[src/design/hostPkg.sv]
/*
  Shared types and constants for the CPU host shell.
  DEBOUNCE_LEN is shortened for simulation; the board build uses 21.
  The RAM always sits in the lowest 1 KB block of the 64 KB space.
*/
package hostPkg;

    // ~~~~~~~~~~~~~~~~~~~~~~~~~~~~~~~~~~~~~~~~~~~~~~~~~~~~~~~~~~~~
    // Timing
    // ~~~~~~~~~~~~~~~~~~~~~~~~~~~~~~~~~~~~~~~~~~~~~~~~~~~~~~~~~~~~

    // Slow tick period is 2**SLOW_BITS clocks
    localparam int SLOW_BITS = 8;
    // Consecutive tick samples before the reset counts as stable
    localparam int DEBOUNCE_LEN = 4;

    // Serial line, 8N1
    localparam int BIT_CLOCKS = 16;
    localparam int FRAME_BITS = 10;
    localparam int TIMER_BITS = $clog2(BIT_CLOCKS);
    localparam int COUNT_BITS = $clog2(FRAME_BITS);
    localparam logic [TIMER_BITS-1:0] BIT_LAST = TIMER_BITS'(BIT_CLOCKS - 1);
    localparam logic [COUNT_BITS-1:0] FRAME_LAST = COUNT_BITS'(FRAME_BITS - 1);

    // ~~~~~~~~~~~~~~~~~~~~~~~~~~~~~~~~~~~~~~~~~~~~~~~~~~~~~~~~~~~~
    // Address map
    // ~~~~~~~~~~~~~~~~~~~~~~~~~~~~~~~~~~~~~~~~~~~~~~~~~~~~~~~~~~~~

    localparam int ADDR_BITS = 16;
    localparam int RAM_ADDR_BITS = 10;
    // Upper address bits that pick the RAM block
    localparam logic [ADDR_BITS-RAM_ADDR_BITS-1:0] RAM_BLOCK = '0;

    // I/O ports decode on address bits 7..0
    localparam logic [7:0] PORT_TX = 8'h00;
    localparam logic [7:0] PORT_STATUS = 8'h01;
    // Unmapped reads see the bus pull-ups
    localparam logic [7:0] IDLE_DATA = 8'hFF;

    // ~~~~~~~~~~~~~~~~~~~~~~~~~~~~~~~~~~~~~~~~~~~~~~~~~~~~~~~~~~~~
    // Bus types
    // ~~~~~~~~~~~~~~~~~~~~~~~~~~~~~~~~~~~~~~~~~~~~~~~~~~~~~~~~~~~~

    // Bus as the CPU drives it, strobes active low
    typedef struct packed {
        logic [ADDR_BITS-1:0] addr;
        logic nMreq;
        logic nIorq;
        logic nRd;
        logic nWr;
        logic nM1;    // reserved, opcode fetch marker
    } cpuBusT;

    // Decoder bus cycle tracking
    typedef enum logic [1:0] {
        BUS_IDLE,
        BUS_ACCESS,
        BUS_RELEASE
    } busStateT;

endpackage

[src/design/busDecoder.sv]
/*
  Bus cycle decoder: one action per strobe, however long it is held.
  No wait states; a port 0 write while the transmitter is busy is lost.
  Read data appears 2 clocks after the strobe is sampled.
*/
module busDecoder
    import hostPkg::*;
(
    input  logic clk,
    input  logic reset,
    input  cpuBusT cpuBus,
    input  logic [7:0] dataIn,
    input  logic [7:0] ramData,
    input  logic txBusy,
    output logic [RAM_ADDR_BITS-1:0] ramAddr,
    output logic ramWrite,
    output logic [7:0] ramWriteData,
    output logic txStart,
    output logic [7:0] txData,
    output logic [7:0] dataOut
);

    cpuBusT busQ;
    logic [7:0] dataQ;
    busStateT state;
    // Read kind latched at cycle start
    logic readRamQ;
    logic readStatusQ;

    logic strobeLow;
    logic isRead;
    logic isWrite;
    logic memSel;
    logic ioSel;
    logic startCycle;
    logic [7:0] statusByte;

    // Bus register, strobes idle high after reset
    always_ff @(posedge clk) begin
        if (reset) begin
            busQ <= '1;
        end else begin
            busQ <= cpuBus;
        end
    end

    always_ff @(posedge clk) begin
        dataQ <= dataIn;
    end

    // ~~~~~~~~~~~~~~~~~~~~~~~~~~~~~~~~~~~~~~~~~~~~~~~~~~~~~~~~~~~~
    // Cycle classification
    // ~~~~~~~~~~~~~~~~~~~~~~~~~~~~~~~~~~~~~~~~~~~~~~~~~~~~~~~~~~~~

    assign strobeLow = !busQ.nRd || !busQ.nWr;
    // Both strobes low is malformed, starts a cycle with no action
    assign isRead  = !busQ.nRd && busQ.nWr;
    assign isWrite = busQ.nRd && !busQ.nWr;
    assign memSel  = busQ.nIorq && (busQ.addr[ADDR_BITS-1:RAM_ADDR_BITS] == RAM_BLOCK);
    assign ioSel   = !busQ.nIorq;
    // First clock of a bus cycle
    assign startCycle = (state == BUS_IDLE) && strobeLow;

    // Write strobes, valid for exactly one clock per cycle
    assign ramWrite = startCycle && memSel && isWrite;
    assign txStart  = startCycle && ioSel && isWrite && (busQ.addr[7:0] == PORT_TX) && !txBusy;

    assign ramAddr      = busQ.addr[RAM_ADDR_BITS-1:0];
    assign ramWriteData = dataQ;
    assign txData       = dataQ;
    assign statusByte   = {7'b0, txBusy};

    // ~~~~~~~~~~~~~~~~~~~~~~~~~~~~~~~~~~~~~~~~~~~~~~~~~~~~~~~~~~~~
    // Cycle FSM and read mux
    // ~~~~~~~~~~~~~~~~~~~~~~~~~~~~~~~~~~~~~~~~~~~~~~~~~~~~~~~~~~~~

    always_ff @(posedge clk) begin
        if (reset) begin
            state       <= BUS_IDLE;
            readRamQ    <= 1'b0;
            readStatusQ <= 1'b0;
            dataOut     <= IDLE_DATA;
        end else begin
            case (state)
                BUS_IDLE: begin
                    if (strobeLow) begin
                        state       <= BUS_ACCESS;
                        readRamQ    <= memSel && isRead;
                        readStatusQ <= ioSel && isRead && (busQ.addr[7:0] == PORT_STATUS);
                    end
                end
                BUS_ACCESS: begin
                    // RAM output is ready now, one clock after the address
                    state <= BUS_RELEASE;
                    if (readRamQ) begin
                        dataOut <= ramData;
                    end else if (readStatusQ) begin
                        dataOut <= statusByte;
                    end
                end
                BUS_RELEASE: begin
                    // Hold read data until both strobes are back high
                    if (!strobeLow) begin
                        state   <= BUS_IDLE;
                        dataOut <= IDLE_DATA;
                    end
                end
                default: state <= BUS_IDLE;
            endcase
        end
    end

    // An action only on the first clock that a strobe is seen low
    oneAction: assert property (
        @(posedge clk) disable iff (reset)
        (ramWrite || txStart) |-> !$past(strobeLow)
    );

endmodule

[config.mk]
export PLATFORM = sky130hd
export DESIGN_NAME = busDecoder
export DESIGN_NICKNAME = d
export VERILOG_FILES = /design/src/design/hostPkg.sv /design/src/design/busDecoder.sv
export SDC_FILE = /design/constraint.sdc
export NUM_CORES = 1
export LEC_CHECK = 0
export BUFFER_PORTS_ARGS = -buffer_cell sky130_fd_sc_hd__buf_2
export CORE_UTILIZATION = 45
export CTS_BUF_LIST = sky130_fd_sc_hd__clkbuf_16
export DETAILED_ROUTE_END_ITERATION = 7
export PLACE_DENSITY_LB_ADDON = 0.05
export SYNTH_ARGS = -nofsm -noshare
export SYNTH_HDL_FRONTEND = slang
export SYNTH_SLANG_ARGS = --single-unit
[constraint.sdc]
create_clock -name clk -period 3.34 [get_ports clk]
set_clock_uncertainty 0.05 [all_clocks]
set_input_delay 0.167 -clock clk [delete_from_list [all_inputs] [get_ports clk]]
set_output_delay 0.167 -clock clk [all_outputs]
set_load 0.02 [all_outputs]
==> qor.yml <==
fp.dieArea_um2: 3150
nets: 228
async_flop_share_pct: 0
fin_crit_sh_pct: 49.7
dr.pass1.iters: 4
cts.sinks: 39
remaining_drc_errors: 0
most-common-layout-cells: "73 x buf_2, 39 x dfxtp_1, 19 x or2_2"
antenna_found_initial: 0
io_buffers: 73
postCtsSetupBuffers: 0
finalCriticalPeriod_ns: 1.66
cp_max_fo: 2
slew_headroom_pct: 67.5
slowest_stage: "nor4_1"
setup_viol: 0
holdPathStages: 2
vias: 1038
cp_data_arrival_time_ns: 1.44
cts_buffer_depth: 2
hold_viol_final: 0
place_congestion: 0.696
crit_type: "reg2out"
path_cells: "nor4_1, nand2_1, nor4_1, buf_2"
grt_remaining_overflow: 0
hpwlAfterDp_um: 1750
cts_htree_levels: 2
peakVddDrop_mv: 0.482
worstMarginPinSlew_ns: 0.485
r2r-end: "dataOut[2]"
routed_wirelength_um: 2430
synthDistinctLibCells: 22
cp_common_cell: "nor4_1"
io_pins: 76
final_layout_size_suffix_gt1_share_pct: 52.4
path_clk_slew_ns: 0.05
p_leak_nw: 0.797
clk_latency_ns: 0.27
reg2reg_from: "readRamQ"
fmax_ghz: 0.603
yosysTopAreaCell: "dfxtp_1"
cts_root_buf: "clkbuf_16"
synth_area_um2: 1320
hp-start: "cpuBus[17]"
grt_setup_unrepaired: "false"
synth-edff-count: 0
syn_nets: 161
status: "completed"
ys_warn_count: 0
ys_ff_latch: 39
holdWs_ns: 0.0215
r2r_cells: 3
hold_class: "in2reg"
dieWidth_um: 56.1
cap_violations: 0
routedWlPerCell_um: 11.1
required_ns: 3.12
ys_seq_area_share_pct: 59.3
cts_tree: "built"
syn_to_final_growth_pct: 35.9
finalMaxSlewViolations: 0
antenna_left: 0
placed_cell_area_um2: 1570
grt_pass1_wl_um: 4080
synthTopCellsByArea: "dfxtp_1 59%, buf_4 10%, or2_2 9.0%"
synth_top_flop_cell: "dfxtp_1"
core_area_um2: 2760
fp-row-count: 19
syn_area_per_cell_um2: 10.9
final_util_pct: 64.9
postLayoutCellArea_um2: 1790
track_usage_pct: 17.2
final_common_cell: "buf_2"
critPathMaxStageDelay_ns: 0.40
grt_pass1_vias: 1008
cts_buffers: 5
worstSetupStartpoint: "busQ[3]"
drt_iter0_markers: 32
syn_inst: 121
yosys.area.top_type_share_pct: 59.3
detail_route.vias_per_cell: 4.72
start_util_pct: 47.8
end_kind: "output pin"
antenna_cells: 0
r2r_slack_ns: 1.91
worstHoldEndpoint: "busQ[17]"
cp-start-kind: "register"
powerDensity_nw_per_um2: 563
grt_max_degree: 25
tns_ns: 0
die_y_um: 56.1
Yosys cell counts, types with 2 or more instances:
cell and count:
nor2_1 3, or2_2 19, nor4_1 3, a2bb2oi_1 8
dfxtp_1 39, nand2_1 10, o2bb2ai_1 2, a21oi_1 3
nand3_1 2, clkbuf_1 2, buf_4 18, nand3b_1 2
routing by layer:
layer,global-route usage [%],part of all wire (%)
met5,0,0
met4,9.06,2.4
met3,8.14,8.8
met2,31.6,53
met1,15.4,36
through the flow:
step,power (mW),setup WS (ns),cells
floorplan,0.564,1.80,121
global placement,0.586,1.91,204
detailed placement,0.589,1.89,204
CTS,1.02,1.67,220
global route,1.05,1.50,220
finish,1.01,1.68,220
worst max path at each step:
stage / endpoint
final: txStart
after global routing: txStart
after CTS: txStart
after detailed placement: dataOut[5]
after global placement: dataOut[7]
after floorplan: txStart
kinds of logic after synthesis:
| group | synth area share [%] |
|---|---|
| simple gates | 19.6 |
| flops | 59.3 |
| buf+inv | 11.5 |
| compound gates | 8.93 |
| mux | 0.760 |
state kept, by name, summed over array words and instances (netlist names):
register      cells
ramAddr          10
busQ              9
dataOut           8
ramWriteData      8
state             2
readRamQ          1
readStatusQ       1
worst max-delay path, delay by kind of cell (launching register included):
kind	cells	cell delay [ns]
buf+inv	1	0.21
simple gates	3	0.66
flops	1	0.30
where the power goes:
group,switching [mW],internal [mW]
clock,0.155,0.268
combinational,0.0446,0.0465
sequential,0.00893,0.485
layout make-up:
class	count	area, µm²
clock buffers	5	125
clock inverters	3	11.3
fillers	232	967
inverters	1	3.75
multi-input cells	60	385
flip-flops and latches	39	781
well taps	31	38.8
repair buffers	81	445
what timing repair did:
action,4_1_cts,5_1_grt
hold buffers,8,0
endpoints found under the hold margin,8,0
gates resized for setup,0,0
Power figures use the tool's default switching activity.
