==> src/design/hostPkg.sv <==
/*
  Shared types and constants for the CPU host shell.
  DEBOUNCE_LEN is shortened for simulation; the board build uses 21.
  The RAM always sits in the lowest 1 KB block of the 64 KB space.
*/
package hostPkg;

    // ~~~~~~~~~~~~~~~~~~~~~~~~~~~~~~~~~~~~~~~~~~~~~~~~~~~~~~~~~~~~
    // Timing
    // ~~~~~~~~~~~~~~~~~~~~~~~~~~~~~~~~~~~~~~~~~~~~~~~~~~~~~~~~~~~~

    // Slow tick period is 2**SLOW_BITS clocks
    localparam int SLOW_BITS = 8;
    // Consecutive tick samples before the reset counts as stable
    localparam int DEBOUNCE_LEN = 4;

    // Serial line, 8N1
    localparam int BIT_CLOCKS = 16;
    localparam int FRAME_BITS = 10;
    localparam int TIMER_BITS = $clog2(BIT_CLOCKS);
    localparam int COUNT_BITS = $clog2(FRAME_BITS);
    localparam logic [TIMER_BITS-1:0] BIT_LAST = TIMER_BITS'(BIT_CLOCKS - 1);
    localparam logic [COUNT_BITS-1:0] FRAME_LAST = COUNT_BITS'(FRAME_BITS - 1);

    // ~~~~~~~~~~~~~~~~~~~~~~~~~~~~~~~~~~~~~~~~~~~~~~~~~~~~~~~~~~~~
    // Address map
    // ~~~~~~~~~~~~~~~~~~~~~~~~~~~~~~~~~~~~~~~~~~~~~~~~~~~~~~~~~~~~

    localparam int ADDR_BITS = 16;
    localparam int RAM_ADDR_BITS = 10;
    // Upper address bits that pick the RAM block
    localparam logic [ADDR_BITS-RAM_ADDR_BITS-1:0] RAM_BLOCK = '0;

    // I/O ports decode on address bits 7..0
    localparam logic [7:0] PORT_TX = 8'h00;
    localparam logic [7:0] PORT_STATUS = 8'h01;
    // Unmapped reads see the bus pull-ups
    localparam logic [7:0] IDLE_DATA = 8'hFF;

    // ~~~~~~~~~~~~~~~~~~~~~~~~~~~~~~~~~~~~~~~~~~~~~~~~~~~~~~~~~~~~
    // Bus types
    // ~~~~~~~~~~~~~~~~~~~~~~~~~~~~~~~~~~~~~~~~~~~~~~~~~~~~~~~~~~~~

    // Bus as the CPU drives it, strobes active low
    typedef struct packed {
        logic [ADDR_BITS-1:0] addr;
        logic nMreq;
        logic nIorq;
        logic nRd;
        logic nWr;
        logic nM1;    // reserved, opcode fetch marker
    } cpuBusT;

    // Decoder bus cycle tracking
    typedef enum logic [1:0] {
        BUS_IDLE,
        BUS_ACCESS,
        BUS_RELEASE
    } busStateT;

endpackage

==> src/design/uartTx.sv <==
/*
  8N1 transmitter, LSB first, BIT_CLOCKS clocks per bit.
  A start while busy is not queued, the caller must check txBusy.
*/
module uartTx
    import hostPkg::*;
(
    input  logic clk,
    input  logic reset,
    input  logic txStart,
    input  logic [7:0] txData,
    output logic txLine,
    output logic txBusy
);

    // Frame shifts out of bit 0, ones fill from the top
    logic [FRAME_BITS-1:0] frame;
    logic [TIMER_BITS-1:0] bitTimer;
    logic [COUNT_BITS-1:0] bitCount;
    logic bitEnd;

    // Last clock of the current bit
    assign bitEnd = txBusy && (bitTimer == BIT_LAST);

    // Line idles high through the all-ones frame
    assign txLine = frame[0];

    // ~~~~~~~~~~~~~~~~~~~~~~~~~~~~~~~~~~~~~~~~~~~~~~~~~~~~~~~~~~~~
    // Bit timing
    // ~~~~~~~~~~~~~~~~~~~~~~~~~~~~~~~~~~~~~~~~~~~~~~~~~~~~~~~~~~~~

    always_ff @(posedge clk) begin
        if (reset) begin
            txBusy   <= 1'b0;
            bitTimer <= '0;
            bitCount <= '0;
        end else if (txStart && !txBusy) begin
            txBusy   <= 1'b1;
            bitTimer <= '0;
            bitCount <= '0;
        end else if (txBusy) begin
            bitTimer <= bitTimer + 1'b1;
            if (bitEnd) begin
                bitTimer <= '0;
                // Busy drops as the stop bit ends
                if (bitCount == FRAME_LAST) begin
                    txBusy <= 1'b0;
                end else begin
                    bitCount <= bitCount + 1'b1;
                end
            end
        end
    end

    // ~~~~~~~~~~~~~~~~~~~~~~~~~~~~~~~~~~~~~~~~~~~~~~~~~~~~~~~~~~~~
    // Shifter
    // ~~~~~~~~~~~~~~~~~~~~~~~~~~~~~~~~~~~~~~~~~~~~~~~~~~~~~~~~~~~~

    always_ff @(posedge clk) begin
        if (reset) begin
            frame <= '1;
        end else if (txStart && !txBusy) begin
            // Stop, data, start
            frame <= {1'b1, txData, 1'b0};
        end else if (bitEnd) begin
            frame <= {1'b1, frame[FRAME_BITS-1:1]};
        end
    end

    // The decoder must have dropped any write during a frame
    noStartWhileBusy: assert property (
        @(posedge clk) disable iff (reset)
        txStart |-> !txBusy
    );

endmodule

==> config.mk <==
export PLATFORM = sky130hd
export DESIGN_NAME = uartTx
export DESIGN_NICKNAME = d
export VERILOG_FILES = /design/src/design/hostPkg.sv /design/src/design/uartTx.sv
export SDC_FILE = /design/constraint.sdc
export NUM_CORES = 1
export LEC_CHECK = 0
export BUFFER_PORTS_ARGS = -buffer_cell sky130_fd_sc_hd__buf_2
export CAP_MARGIN = 20
export CORE_UTILIZATION = 48
export CTS_CLUSTER_SIZE = 24
export DETAILED_ROUTE_END_ITERATION = 8
export HOLD_SLACK_MARGIN = 0.08
export PLACE_DENSITY = 0.69
export SETUP_SLACK_MARGIN = 0.05
export SYNTH_ARGS = -nofsm -noshare
export SYNTH_HDL_FRONTEND = slang
export SYNTH_SLANG_ARGS = --single-unit
==> constraint.sdc <==
create_clock -name clk -period 1.5 [get_ports clk]
set_input_delay 0.225 -clock clk [delete_from_list [all_inputs] [get_ports clk]]
set_output_delay 0.225 -clock clk [all_outputs]
set_load 0.02 [all_outputs]
==> flow_summary.yaml <==
run_status:
  status: "complete, no violations"
final_layout:
  layoutNonFillerInstCount: 124
  fin_nets: 124
  synthToLayoutAreaGrowth_pct: 17.9
  layout-drive-gt1-share: 0.306
  final_cell_area_um2: 996
  final.fill_count: 133
  num_antenna_cells: 0
power_and_ir_drop:
  p_leak_nw: 0.392
  clock_power_share: 0.274
  ir_drop_uv: 622
  switchingPower_w: 0.000223
  internal-power_w: 0.000642
  combinationalPowerShare: 0.122
  pwr-share-seq: 0.604
  p_sw_frac: 0.258
  cellPowerDensity_nw_per_um2: 868
synthesis:
  synth_top_area_cell: "dfxtp_1"
  synth_seq_cells: 18
  syn_nets: 107
  yosys_warnings: 0
  synth_top_area_share: 0.427
  synth_cell_types: 30
  synth_area_um2: 845
  syn_avg_cell_area_um2: 9.08
  yosys-top-cells-area: "dfxtp_1, nand3_1, a221oi_1"
  synth_cells: 93
  seq_area_frac_synth: 0.427
global_route:
  gr-total-overflow: 0
  grt_max_degree: 15
  antenna_found_initial: 0
  grt_pass1_wl_um: 2740
  track_usage: 0.193
  grt_pass1_vias: 690
placed_design:
  gp_congestion: 0.733
  dp_cells: 118
  dp_hpwl_um: 1120
  numPortBuffers: 12
  pre_cts_slack_ps: 34.1
  placedInstanceArea_um2: 910
setup_path:
  start_kind: "flop"
  worst-path-max-fanout: 8
  endpoint_kind: "flop"
  path_class: "reg -> reg"
  arrival_ps: 1530
  required_ps: 1680
clock_network:
  clock-sinks: 18
  cts_tree: "yes"
  ctsRootBufferMaster: "clkbuf_4"
  cts-buffers-inserted: 3
  cts_hold_buf: 0
  clk_pin_slew_ps: 90
  clock_latency_ps: 290
  htreeDepth: 1
  clock_path_buffers: 2
timing:
  slew_viol_final: 0
  fin_setup_tns_ps: 0
  grt_setup_unrepaired: "false"
  timing.hold.ws_ps: 144
  slew_headroom: 0.645
  hold_viol_final: 0
  layout_setup_ws_ps: 156
  fin_worst_skew_ps: 3.37
  period_minus_slack_ps: 1340
  min_period_over_period: 0.896
  setup-violations-final: 0
  max_slew.worst_pin.slew_ps: 531
  max_freq_mhz: 744
routing:
  vias: 726
  drt_wl_total_um: 1690
  dr.pass1.iters: 6
  wl_per_cell_um: 13.6
  route.detailed.drc: 0
  drt_iter0_drc: 11
  via_per_inst: 5.85
  ant_nets: 0
floorplan:
  die_w_um: 43.9
  rows: 14
  die_area_um2: 1930
  core_area_um2: 1580
  ioPinCount: 13
  die_y_um: 43.9
  initial_utilization: 0.536
job:
  maxCapViolCount: 0
min_path:
  hp-class: "in -> reg"
final cells by class:
| type | count | area, µm² | area share |
|---|---|---|---|
| Timing Repair Buffer | 18 | 105 | 0.106 |
| Tap cell | 16 | 20.0 | 0.0201 |
| Inverter | 3 | 11.3 | 0.0113 |
| Sequential cell | 18 | 362 | 0.363 |
| Multi-Input combinational cell | 66 | 475 | 0.477 |
| Clock buffer | 3 | 22.5 | 0.0226 |
flip-flops by register name, indices dropped and copies added, names as in the netlist:
signal and flops:
frame 9, bitCount 4, bitTimer 4, txBusy 1
cells by family after synthesis:
group           Yosys count  share of synthesized area
xor+xnor                  1                     0.0104
flops                    18                      0.427
compound gates           17                      0.141
mux                       2                     0.0237
fa+ha+maj                 3                     0.0444
buf+inv                   9                     0.0578
simple gates             43                      0.296
worst max-delay path, cell delays in order (launching register included):
cell and delay (ps):
dfxtp_1 360, ha_4 190, and4_4 220, buf_4 150, a221oi_2 230, nand2_1 70
final timing paths:
kind / to / slack [ps] / from / depth (start not counted)
setup / recovery: frame[6] / 160 / bitTimer[1] / 5
hold / removal: frame[5] / 140 / txData[4] / 3
setup reg to reg: frame[6] / 160 / bitTimer[1] / 5
hold reg to reg: frame[2] / 470 / frame[2] / 2
cells in the final DEF (no fill, tap or decap):
cell,instances
nand3_1,10
a21oi_2,1
nor3_1,6
nor2b_2,1
and4_4,1
buf_2,12
nor2_1,4
nand2_1,8
a221oi_1,2
clkbuf_4,3
a41oi_1,1
nand4b_1,1
dfxtp_2,1
dfxtp_1,17
nor4_2,2
or3_1,2
o21ai_1,2
nand3b_1,2
and2_1,1
buf_4,6
inv_1,3
ha_4,1
xor2_1,1
nand2b_1,2
nor4_1,2
a21oi_1,5
ha_1,2
a221oi_2,3
nand4_4,1
mux2i_1,2
a211oi_2,1
o21ai_0,2
power groups by stage:
stage / clock (W) / combinational [W] / sequential, W
2_1_floorplan: 0 / 0.0000656 / 0.000528
3_3_place_gp: 0 / 0.0000962 / 0.000528
3_5_place_dp: 0 / 0.0000976 / 0.000529
4_1_cts: 0.000242 / 0.0000985 / 0.000518
5_1_grt: 0.000259 / 0.000118 / 0.000525
6_report: 0.000237 / 0.000105 / 0.000522
cells in the mapped netlist (all sizes together):
master	number
a21oi	6
ha	3
and4	1
or3	2
a41oi	1
nand4	1
and2	1
clkbuf	1
nand4b	1
xor2	1
mux2i	2
buf	5
nor2	4
inv	3
nor2b	1
nor4	4
o21ai	4
a211oi	1
a221oi	5
nand3b	2
dfxtp	18
nand2	8
nor3	6
nand2b	2
nand3	10
through the flow:
step / total power [W] / util
after floorplan: 0.000594 / -
after global placement: 0.000625 / 0.577
after detailed placement: 0.000626 / 0.577
after CTS: 0.000859 / 0.607
after global routing: 0.000901 / 0.632
final: 0.000865 / 0.632
what timing repair did:
action	4_1_cts	5_1_grt
cloned	0	0
buffers inserted	3	0
resized for setup	1	7
endpoints found under the setup margin	1	9
per-layer routing:
metal	share of wire	global-route usage	vias up	wire (µm)
li1	-	-	371	-
met5	0	0	-	0
met3	0.055	0.0667	2	93
met4	0.011	0.103	0	19
met1	0.44	0.242	336	745
met2	0.49	0.293	17	827
Note: power is estimated with default switching activity, not from simulation.
