File: config.mk
export PLATFORM = sky130hd
export DESIGN_NAME = clockReset
export DESIGN_NICKNAME = d
export VERILOG_FILES = /design/src/design/hostPkg.sv /design/src/design/clockReset.sv
export SDC_FILE = /design/constraint.sdc
export NUM_CORES = 1
export LEC_CHECK = 0
export ABC_AREA = 1
export BUFFER_PORTS_ARGS = -buffer_cell sky130_fd_sc_hd__buf_2
export CAP_MARGIN = 10
export CORE_AREA = 2 2 39 41
export DETAILED_ROUTE_END_ITERATION = 8
export DIE_AREA = 0 0 41 43
export HOLD_SLACK_MARGIN = 0.08
export MAX_ROUTING_LAYER = met4
export PLACE_DENSITY = 0.62
export RECOVER_POWER = 50
export SLEW_MARGIN = 20
export SYNTH_ARGS = -nofsm -noshare
export SYNTH_HDL_FRONTEND = slang
export SYNTH_SLANG_ARGS = --single-unit
File: constraint.sdc
create_clock -name clk -period 1.22 [get_ports clk]
set_input_delay 0.366 -clock clk [delete_from_list [all_inputs] [get_ports clk]]
set_output_delay 0.366 -clock clk [all_outputs]
set_load 0.02 [all_outputs]
File: src/design/hostPkg.sv
/*
  Shared types and constants for the CPU host shell.
  DEBOUNCE_LEN is shortened for simulation; the board build uses 21.
  The RAM always sits in the lowest 1 KB block of the 64 KB space.
*/
package hostPkg;

    // ~~~~~~~~~~~~~~~~~~~~~~~~~~~~~~~~~~~~~~~~~~~~~~~~~~~~~~~~~~~~
    // Timing
    // ~~~~~~~~~~~~~~~~~~~~~~~~~~~~~~~~~~~~~~~~~~~~~~~~~~~~~~~~~~~~

    // Slow tick period is 2**SLOW_BITS clocks
    localparam int SLOW_BITS = 8;
    // Consecutive tick samples before the reset counts as stable
    localparam int DEBOUNCE_LEN = 4;

    // Serial line, 8N1
    localparam int BIT_CLOCKS = 16;
    localparam int FRAME_BITS = 10;
    localparam int TIMER_BITS = $clog2(BIT_CLOCKS);
    localparam int COUNT_BITS = $clog2(FRAME_BITS);
    localparam logic [TIMER_BITS-1:0] BIT_LAST = TIMER_BITS'(BIT_CLOCKS - 1);
    localparam logic [COUNT_BITS-1:0] FRAME_LAST = COUNT_BITS'(FRAME_BITS - 1);

    // ~~~~~~~~~~~~~~~~~~~~~~~~~~~~~~~~~~~~~~~~~~~~~~~~~~~~~~~~~~~~
    // Address map
    // ~~~~~~~~~~~~~~~~~~~~~~~~~~~~~~~~~~~~~~~~~~~~~~~~~~~~~~~~~~~~

    localparam int ADDR_BITS = 16;
    localparam int RAM_ADDR_BITS = 10;
    // Upper address bits that pick the RAM block
    localparam logic [ADDR_BITS-RAM_ADDR_BITS-1:0] RAM_BLOCK = '0;

    // I/O ports decode on address bits 7..0
    localparam logic [7:0] PORT_TX = 8'h00;
    localparam logic [7:0] PORT_STATUS = 8'h01;
    // Unmapped reads see the bus pull-ups
    localparam logic [7:0] IDLE_DATA = 8'hFF;

    // ~~~~~~~~~~~~~~~~~~~~~~~~~~~~~~~~~~~~~~~~~~~~~~~~~~~~~~~~~~~~
    // Bus types
    // ~~~~~~~~~~~~~~~~~~~~~~~~~~~~~~~~~~~~~~~~~~~~~~~~~~~~~~~~~~~~

    // Bus as the CPU drives it, strobes active low
    typedef struct packed {
        logic [ADDR_BITS-1:0] addr;
        logic nMreq;
        logic nIorq;
        logic nRd;
        logic nWr;
        logic nM1;    // reserved, opcode fetch marker
    } cpuBusT;

    // Decoder bus cycle tracking
    typedef enum logic [1:0] {
        BUS_IDLE,
        BUS_ACCESS,
        BUS_RELEASE
    } busStateT;

endpackage

File: src/design/clockReset.sv
/*
  Slow CPU tick and reset debouncer.
  The raw reset must be synchronous to clk; cpuReset follows it one clock late.
*/
module clockReset
    import hostPkg::*;
(
    input  logic clk,
    input  logic reset,
    output logic slowTick,
    output logic cpuReset
);

    // Free-running divider
    logic [SLOW_BITS-1:0] tickCount;
    // Reset samples, newest in bit 0
    logic [DEBOUNCE_LEN-1:0] samples;

    // ~~~~~~~~~~~~~~~~~~~~~~~~~~~~~~~~~~~~~~~~~~~~~~~~~~~~~~~~~~~~
    // Tick generator
    // ~~~~~~~~~~~~~~~~~~~~~~~~~~~~~~~~~~~~~~~~~~~~~~~~~~~~~~~~~~~~

    always_ff @(posedge clk) begin
        if (reset) begin
            tickCount <= '0;
            slowTick  <= 1'b0;
        end else begin
            tickCount <= tickCount + 1'b1;
            // One clock pulse as the counter wraps
            slowTick  <= (tickCount == '1);
        end
    end

    // ~~~~~~~~~~~~~~~~~~~~~~~~~~~~~~~~~~~~~~~~~~~~~~~~~~~~~~~~~~~~
    // Debouncer
    // ~~~~~~~~~~~~~~~~~~~~~~~~~~~~~~~~~~~~~~~~~~~~~~~~~~~~~~~~~~~~

    always_ff @(posedge clk) begin
        if (reset) begin
            // Button held: treat every sample as pressed
            samples  <= '1;
            cpuReset <= 1'b1;
        end else begin
            // Sample the button once per tick
            if (slowTick) begin
                samples <= {samples[DEBOUNCE_LEN-2:0], reset};
            end
            // Only change on a unanimous history, hold otherwise
            if (&samples) begin
                cpuReset <= 1'b1;
            end else if (samples == '0) begin
                cpuReset <= 1'b0;
            end
        end
    end

    // CPU reset only releases right behind a tick sample
    releaseAfterTick: assert property (
        @(posedge clk) disable iff (reset)
        $fell(cpuReset) |-> $past(slowTick, 2)
    );

endmodule

==> results.sh, run 1 <==
export IMPL_relSlewSlack=0.880
export IMPL_fin_crit_ps=1170
export IMPL_drc=0
export IMPL_yosys_top_cells_count="14 x dfxtp_1, 13 x nor2_1, 10 x nand2_1"
export IMPL_area_growth_pct=13.3
export IMPL_tritoncts="built"
export IMPL_synth_distinct_cells=16
export IMPL_syn_inst=71
export IMPL_die_y_um=43
export IMPL_die_w_um=41
export IMPL_cp_cell_sequence="buf_4"
export IMPL_crit_path_top_delay_cell="dfxtp_4"
export IMPL_maxCapViolations=0
export IMPL_p_per_area_mw_per_mm2=1340
export IMPL_yosysSeqAreaShare=0.515
export IMPL_synth_area_top_cells="dfxtp_1 51%, nor2_1 9.0%, nand2_1 6.9%"
export IMPL_first_global_vias=408
export IMPL_firstDrtPassIters=3
export IMPL_overflow=0
export IMPL_cts_root_buf="clkbuf_4"
export IMPL_p_leak_uw=0.000269
export IMPL_max_freq_ghz=0.853
export IMPL_r2r_setup_slack_ps=190
export IMPL_ys_ff_latch=14
export IMPL_clkTransAtPathRegs_ps=80
export IMPL_grt_pass1_wl_um=1600
export IMPL_cp_data_arrival_time_ps=810
export IMPL_clock_sinks=14
export IMPL_synth_top_area_share=0.515
export IMPL_startpoint_type="register"
export IMPL_reg2reg_depth=5
export IMPL_post_drt_wl_per_cell_um=9.17
export IMPL_netlist_area_sq_um=544
export IMPL_fin_worst_skew_ps=1.09
export IMPL_rr_startpoint="tickCount[0]"
export IMPL_async_flop_share=0
export IMPL_htree_levels=1
export IMPL_synthFlopType="dfxtp_1"
export IMPL_cp_top_family="flip-flops"
export IMPL_clk_latency_ps=280
export IMPL_ant_nets=0
export IMPL_vdd_drop_max_v=0.000769
export IMPL_diodes=0
export IMPL_grt_start_max_net_pins=11
export IMPL_port_buffers=3
export IMPL_place_congestion=0.775
export IMPL_pre_cts_slack_ps=227
export IMPL_vias=427
export IMPL_fp_coreArea_sq_mm=0.00138
export IMPL_drive_above_1_share=0.156
export IMPL_final_max_slew_violation_count=0
export IMPL_drt_total_wl_um=853
export IMPL_rsz0062_at_grt="no"
export IMPL_cp_max_fo=8
export IMPL_cp_required_ps=850
export IMPL_syn_nets=74
export IMPL_cp_num_buf_inv=1
export IMPL_setup_tns_final_ps=0
export IMPL_critical_path_class="register to output pin"
export IMPL_power_uw=824
export IMPL_nNetsFinal=81
export IMPL_avgSynthCellArea_sq_um=7.67
export IMPL_cts_setup_buffers=0
export IMPL_track_usage=0.138
export IMPL_holdPathStages=2
export IMPL_synth_warnings=0
export IMPL_timing_final_crit_share=0.960
export IMPL_min_from="reset"
export IMPL_max_stage_delay_ps=390
export IMPL_clk_path_buf_depth=2
export IMPL_finalSetupViolCount=0
export IMPL_via_per_inst=4.59
export IMPL_io_pins=4
export IMPL_hpwlAfterDp_um=621
export IMPL_timing_hold_violations_final=0
export IMPL_start_util=0.393
export IMPL_timing_hold_ws_ps=380
export IMPL_die_area_sq_mm=0.00176
export IMPL_status="finished, final reports clean"
export IMPL_tightest_slew_ps=180
export IMPL_regToRegEndpoint="tickCount[4]"
export IMPL_drtIter0Drc=6
export IMPL_holdCritPathClass="input pin to register"
export IMPL_antenna_found_initial=0
export IMPL_finalWorstSetupSlack_ps=48.2
export IMPL_rows=14
export IMPL_synth_edf_count=0
export IMPL_numCtsBuffers=3
export IMPL_endpoint_kind="output pin"
export IMPL_min_to="tickCount[0]"
export IMPL_post_synth_top_area_cell="dfxtp_1"
export IMPL_synth_most_common_cell="dfxtp_1"
through the flow:
stage / util / area, sq um / cells
final: 0.446 / 617 / 93
after global routing: 0.446 / 617 / 93
after CTS: 0.442 / 612 / 93
after detailed placement: 0.415 / 574 / 89
after global placement: 0.415 / 574 / 89
after floorplan: - / 544 / 71
power breakdown:
part,switching [uW],internal [uW],total [uW]
Clock,146,182,328
Combinational,16.6,10.4,27.0
Sequential,7.09,463,470
cell families (layout without fill, tap and decap cells):
| family | after synthesis | count (layout) | share of synthesized area |
|---|---|---|---|
| fa+ha+maj | 1 | 1 | 0.0230 |
| flops | 14 | 14 | 0.515 |
| simple gates | 33 | 33 | 0.271 |
| compound gates | 13 | 13 | 0.120 |
| buf+inv | 10 | 16 | 0.0713 |
flip-flops by register name (all words and copies together), names as in the netlist:
name / count
tickCount: 8
samples: 4
cpuReset: 1
slowTick: 1
timing repair:
item	CTS	global route
hold endpoints to repair	0	0
endpoints found under the setup margin	1	1
resized for setup	1	2
hold buffers	0	0
per-layer routing:
metal	track usage	vias to the layer above	share of wire
li1	-	240	-
met1	0.183	178	0.51
met2	0.178	5	0.42
met3	0.0314	4	0.035
met4	0.100	0	0.029
met5	-	-	0
how the worst max path moves through the flow:
stage / from / end / slack [ps] / cells after the start
2_1_floorplan: tickCount[0] / tickCount[6] / 300 / 6
3_3_place_gp: slowTick / slowTick / 240 / 1
3_5_place_dp: tickCount[0] / tickCount[4] / 230 / 5
4_1_cts: slowTick / slowTick / 3 / 1
5_1_grt: slowTick / slowTick / 10 / 1
6_report: slowTick / slowTick / 50 / 1
placed cells by master, fill, tap and decap left out:
cell type and count:
nor3_1 1, o21ai_1 1, nand3b_1 1, nand3_1 5, nand2_2 1, nor2_4 1
clkbuf_8 1, o21ai_0 6, buf_2 2, clkbuf_4 3, inv_1 8, nand2_1 10
buf_4 1, inv_2 1, ha_1 1, dfxtp_1 13, a21oi_1 6, nor2_2 1
dfxtp_4 1, nor2_1 13
final cells by class:
cell class	instances	area (sq um)
clock buffer	4	36.3
tap	16	20.0
inverter	9	33.8
sequential	14	284
timing repair buffer	3	17.5
fill	146	767
multi-input combinational	47	225
No activity file was read; power rests on OpenSTA's default activity.
==> inputs of run 2 (changes only) <==
--- a/config.mk
+++ b/config.mk
@@ -14,7 +14,6 @@
 export HOLD_SLACK_MARGIN = 0.08
 export MAX_ROUTING_LAYER = met4
 export PLACE_DENSITY = 0.62
-export RECOVER_POWER = 50
 export SLEW_MARGIN = 20
 export SYNTH_ARGS = -nofsm -noshare
 export SYNTH_HDL_FRONTEND = slang
==> results.sh, run 2 (synthesis gave the netlist of run 1 again) <==
export IMPL_cp_num_buf_inv=1
export IMPL_fp_coreArea_sq_mm=0.00138
export IMPL_tightest_slew_ps=178
export IMPL_vdd_drop_max_v=0.000770
export IMPL_rsz0062_at_grt="no"
export IMPL_post_drt_wl_per_cell_um=9.13
export IMPL_start_util=0.393
export IMPL_overflow=0
export IMPL_die_w_um=41
export IMPL_port_buffers=3
export IMPL_clkTransAtPathRegs_ps=80
export IMPL_ant_nets=0
export IMPL_clk_latency_ps=280
export IMPL_top_register="tickCount"
export IMPL_cts_root_buf="clkbuf_4"
export IMPL_vias=434
export IMPL_place_congestion=0.775
export IMPL_max_freq_ghz=0.853
export IMPL_fin_worst_skew_ps=0.787
export IMPL_clock_sinks=14
export IMPL_grt_use_met2=0.178
export IMPL_use_met3=0.0314
export IMPL_cp_data_arrival_time_ps=810
export IMPL_power_uw=825
export IMPL_multi_input_area_sq_um=225
export IMPL_grt_pass1_wl_um=1600
export IMPL_drc=0
export IMPL_final_max_slew_violation_count=0
export IMPL_seq_area_sq_um=284
export IMPL_tritoncts="built"
export IMPL_p_leak_uw=0.000268
export IMPL_io_pins=4
export IMPL_cp_required_ps=850
export IMPL_htree_levels=1
export IMPL_cp_cell_sequence="buf_4"
export IMPL_holdCritPathClass="input pin to register"
export IMPL_finalSetupViolCount=0
export IMPL_finalWorstSetupSlack_ps=47.5
export IMPL_largest_reg_flops=8
export IMPL_first_global_vias=408
export IMPL_status="finished, final reports clean"
export IMPL_rows=14
export IMPL_pre_cts_slack_ps=227
export IMPL_maxCapViolations=0
export IMPL_numCtsBuffers=3
export IMPL_use_met1=0.183
export IMPL_cp_max_fo=8
export IMPL_antenna_found_initial=0
export IMPL_critical_path_class="register to output pin"
export IMPL_crit_path_top_delay_cell="dfxtp_4"
export IMPL_fillCellCount=146
export IMPL_grt_start_max_net_pins=11
export IMPL_area_growth_pct=13.3
export IMPL_fin_crit_ps=1170
export IMPL_drt_total_wl_um=849
export IMPL_cp_top_family="flip-flops"
export IMPL_final_cell_mix="13 x nor2_1, 13 x dfxtp_1, 10 x nand2_1, 8 x inv_1, 6 x a21oi_1"
export IMPL_endpoint_kind="output pin"
export IMPL_timing_hold_violations_final=0
export IMPL_firstDrtPassIters=4
export IMPL_startpoint_type="register"
export IMPL_max_stage_delay_ps=390
export IMPL_hpwlAfterDp_um=621
export IMPL_nNetsFinal=81
export IMPL_drive_above_1_share=0.156
export IMPL_die_area_sq_mm=0.00176
export IMPL_die_y_um=43
export IMPL_p_per_area_mw_per_mm2=1340
export IMPL_busiest_layer="met1"
export IMPL_relSlewSlack=0.882
export IMPL_via_per_inst=4.67
export IMPL_clk_path_buf_depth=2
export IMPL_diodes=0
export IMPL_cts_setup_buffers=0
export IMPL_drtIter0Drc=6
export IMPL_timing_final_crit_share=0.961
export IMPL_reg_top3="tickCount x8, samples x4"
export IMPL_track_usage=0.138
export IMPL_setup_tns_final_ps=0
[run 2: cell types whose count changed in the layout (fill, tap and decap cells not counted)]
cell and delta:
o21ai_0 -1, o21ai_1 +1
[run 2: routing by layer]
metal | wire length (um) | part of all wire | up-vias
met5 | 0 | 0 | -
li1 | - | - | 239
met4 | 23 | 0.027 | 0
met3 | 42 | 0.049 | 4
met1 | 420 | 0.49 | 181
met2 | 361 | 0.43 | 10
[run 2: layout make-up]
class / instances / area share
well taps: 16 / 0.0325
multi-input cells: 47 / 0.365
flip-flops and latches: 14 / 0.460
inverters: 9 / 0.0548
repair buffers: 3 / 0.0284
clock buffers: 4 / 0.0588
[run 2: repair_timing]
item | 4_1_cts | 5_1_grt
cloned | 0 | 0
pin swaps | 0 | 0
setup endpoints to repair | 1 | 1
resized for setup | 1 | 2
hold buffers | 0 | 0
[run 2: power by group]
group	switching [uW]	internal, uW	total [uW]
clock	147	182	328
sequential	6.96	463	470
combinational	16.6	10.4	27.0
[run 2: worst paths after layout]
path	from	end	slack [ps]	cells past startpoint
worst max-delay path	slowTick	slowTick	50	1
worst min-delay path	reset	tickCount[0]	370	2
worst max register to register	tickCount[0]	tickCount[4]	200	5
worst min register to register	cpuReset	cpuReset	450	2
[run 2: metrics by stage]
stage	area, sq um	hold slack, ps	std cells	utilization
final	617	375	93	0.446
after floorplan	544	430	71	-
after global placement	574	438	89	0.415
after CTS	612	380	93	0.442
after global routing	617	396	93	0.446
after detailed placement	574	439	89	0.415
==> inputs of run 3 (changes only) <==
==> constraint.sdc (replaced) <==
create_clock -name clk -period 1.22 [get_ports clk]
set_input_delay 0.305 -clock clk [delete_from_list [all_inputs] [get_ports clk]]
set_output_delay 0.305 -clock clk [all_outputs]
set_load 0.02 [all_outputs]
==> results.sh, run 3 (synthesis gave the netlist of run 1 again) <==
export IMPL_largest_reg_flops=8
export IMPL_cp_cell_sequence="buf_2"
export IMPL_final_cell_mix="14 x dfxtp_1, 13 x nor2_1, 10 x nand2_1, 8 x inv_1, 6 x a21oi_1"
export IMPL_p_per_area_mw_per_mm2=1350
export IMPL_timing_hold_violations_final=0
export IMPL_place_congestion=0.820
export IMPL_max_freq_ghz=0.910
export IMPL_drtIter0Drc=10
export IMPL_htree_levels=1
export IMPL_finalWorstSetupSlack_ps=122
export IMPL_tritoncts="built"
export IMPL_io_pins=4
export IMPL_routed_wl_met2_um=421
export IMPL_crit_path_top_delay_cell="dfxtp_1"
export IMPL_cp_data_arrival_time_ps=790
export IMPL_pre_cts_slack_ps=221
export IMPL_diodes=0
export IMPL_firstDrtPassIters=4
export IMPL_overflow=0
export IMPL_power_uw=837
export IMPL_first_global_vias=402
export IMPL_rows=14
export IMPL_clock_sinks=14
export IMPL_holdCritPathClass="input pin to register"
export IMPL_start_util=0.393
export IMPL_port_buffers=3
export IMPL_area_growth_pct=13.6
export IMPL_startpoint_type="register"
export IMPL_grt_start_max_net_pins=11
export IMPL_fin_crit_ps=1100
export IMPL_p_leak_uw=0.000273
export IMPL_ant_nets=0
export IMPL_cp_top_family="flip-flops"
export IMPL_maxUsedRoutingLayer="met4"
export IMPL_die_y_um=43
export IMPL_cp_num_buf_inv=1
export IMPL_tightest_slew_ps=193
export IMPL_drive_above_1_share=0.154
export IMPL_nNetsFinal=82
export IMPL_cp_depth=1
export IMPL_rsz0062_at_grt="no"
export IMPL_critical_path_class="register to output pin"
export IMPL_mostFrequentLayoutCell="dfxtp_1"
export IMPL_die_area_sq_mm=0.00176
export IMPL_antenna_found_initial=0
export IMPL_wl_met1_um=452
export IMPL_clk_path_buf_depth=2
export IMPL_timing_final_crit_share=0.900
export IMPL_track_usage=0.127
export IMPL_cts_hold_buf=0
export IMPL_endpoint_kind="output pin"
export IMPL_cts_setup_buffers=0
export IMPL_holdPathStages=2
export IMPL_vias=465
export IMPL_cts_root_buf="clkbuf_4"
export IMPL_via_per_inst=4.95
export IMPL_relSlewSlack=0.871
export IMPL_cp_max_fo=2
export IMPL_drc=0
export IMPL_top_register="tickCount"
export IMPL_fin_worst_skew_ps=4.21
export IMPL_vdd_drop_max_v=0.000803
export IMPL_drt_total_wl_um=930
export IMPL_max_stage_delay_ps=350
export IMPL_wl_met3_um=21
export IMPL_status="finished, final reports clean"
export IMPL_finalSetupViolCount=0
export IMPL_numCtsBuffers=3
export IMPL_clk_latency_ps=280
export IMPL_post_drt_wl_per_cell_um=9.89
export IMPL_cp_required_ps=910
export IMPL_reg_top3="tickCount x8, samples x4"
export IMPL_cts_resized=0
export IMPL_hpwlAfterDp_um=687
export IMPL_grt_pass1_wl_um=1470
export IMPL_final_max_slew_violation_count=0
export IMPL_maxCapViolations=0
export IMPL_fp_coreArea_sq_mm=0.00138
export IMPL_setup_tns_final_ps=0
export IMPL_reg2reg_depth=5
export IMPL_clkTransAtPathRegs_ps=90
export IMPL_die_w_um=41
export IMPL_fillCellCount=146
-- run 3: cell count changes in the layout (fill, tap and decap cells not counted) --
cell,delta
buf_2,+1
dfxtp_1,+1
dfxtp_4,-1
-- run 3: per-stage QoR --
step	util	area [sq um]	hold WS (ps)	cells
2_1_floorplan	-	544	430	71
3_3_place_gp	0.420	582	438	90
3_5_place_dp	0.420	582	443	90
4_1_cts	0.447	618	308	94
5_1_grt	0.447	618	338	94
6_report	0.447	618	307	94
-- run 3: layout make-up --
type	instances	area [sq um]	share of cell area
sequential	14	280	0.453
inverter	9	33.8	0.0547
timing repair buffer	4	22.5	0.0364
clock buffer	4	36.3	0.0587
multi-input combinational	47	225	0.364
tap	16	20.0	0.0324
-- run 3: where the power goes --
group | switching [uW] | internal, uW
combinational | 17.4 | 10.5
sequential | 7.14 | 465
clock | 155 | 182
-- run 3: path summary, 6_finish.rpt --
kind | end | slack (ps) | startpoint
worst max-delay path | slowTick | 120 | slowTick
worst min-delay path | tickCount[0] | 310 | reset
worst max register to register | tickCount[4] | 190 | tickCount[0]
worst min register to register | cpuReset | 450 | cpuReset
-- run 3: per-layer routing --
layer,vias to the layer above,global-route usage
met5,-,-
met4,0,0.100
met3,5,0.0314
met2,5,0.188
met1,216,0.138
li1,239,-
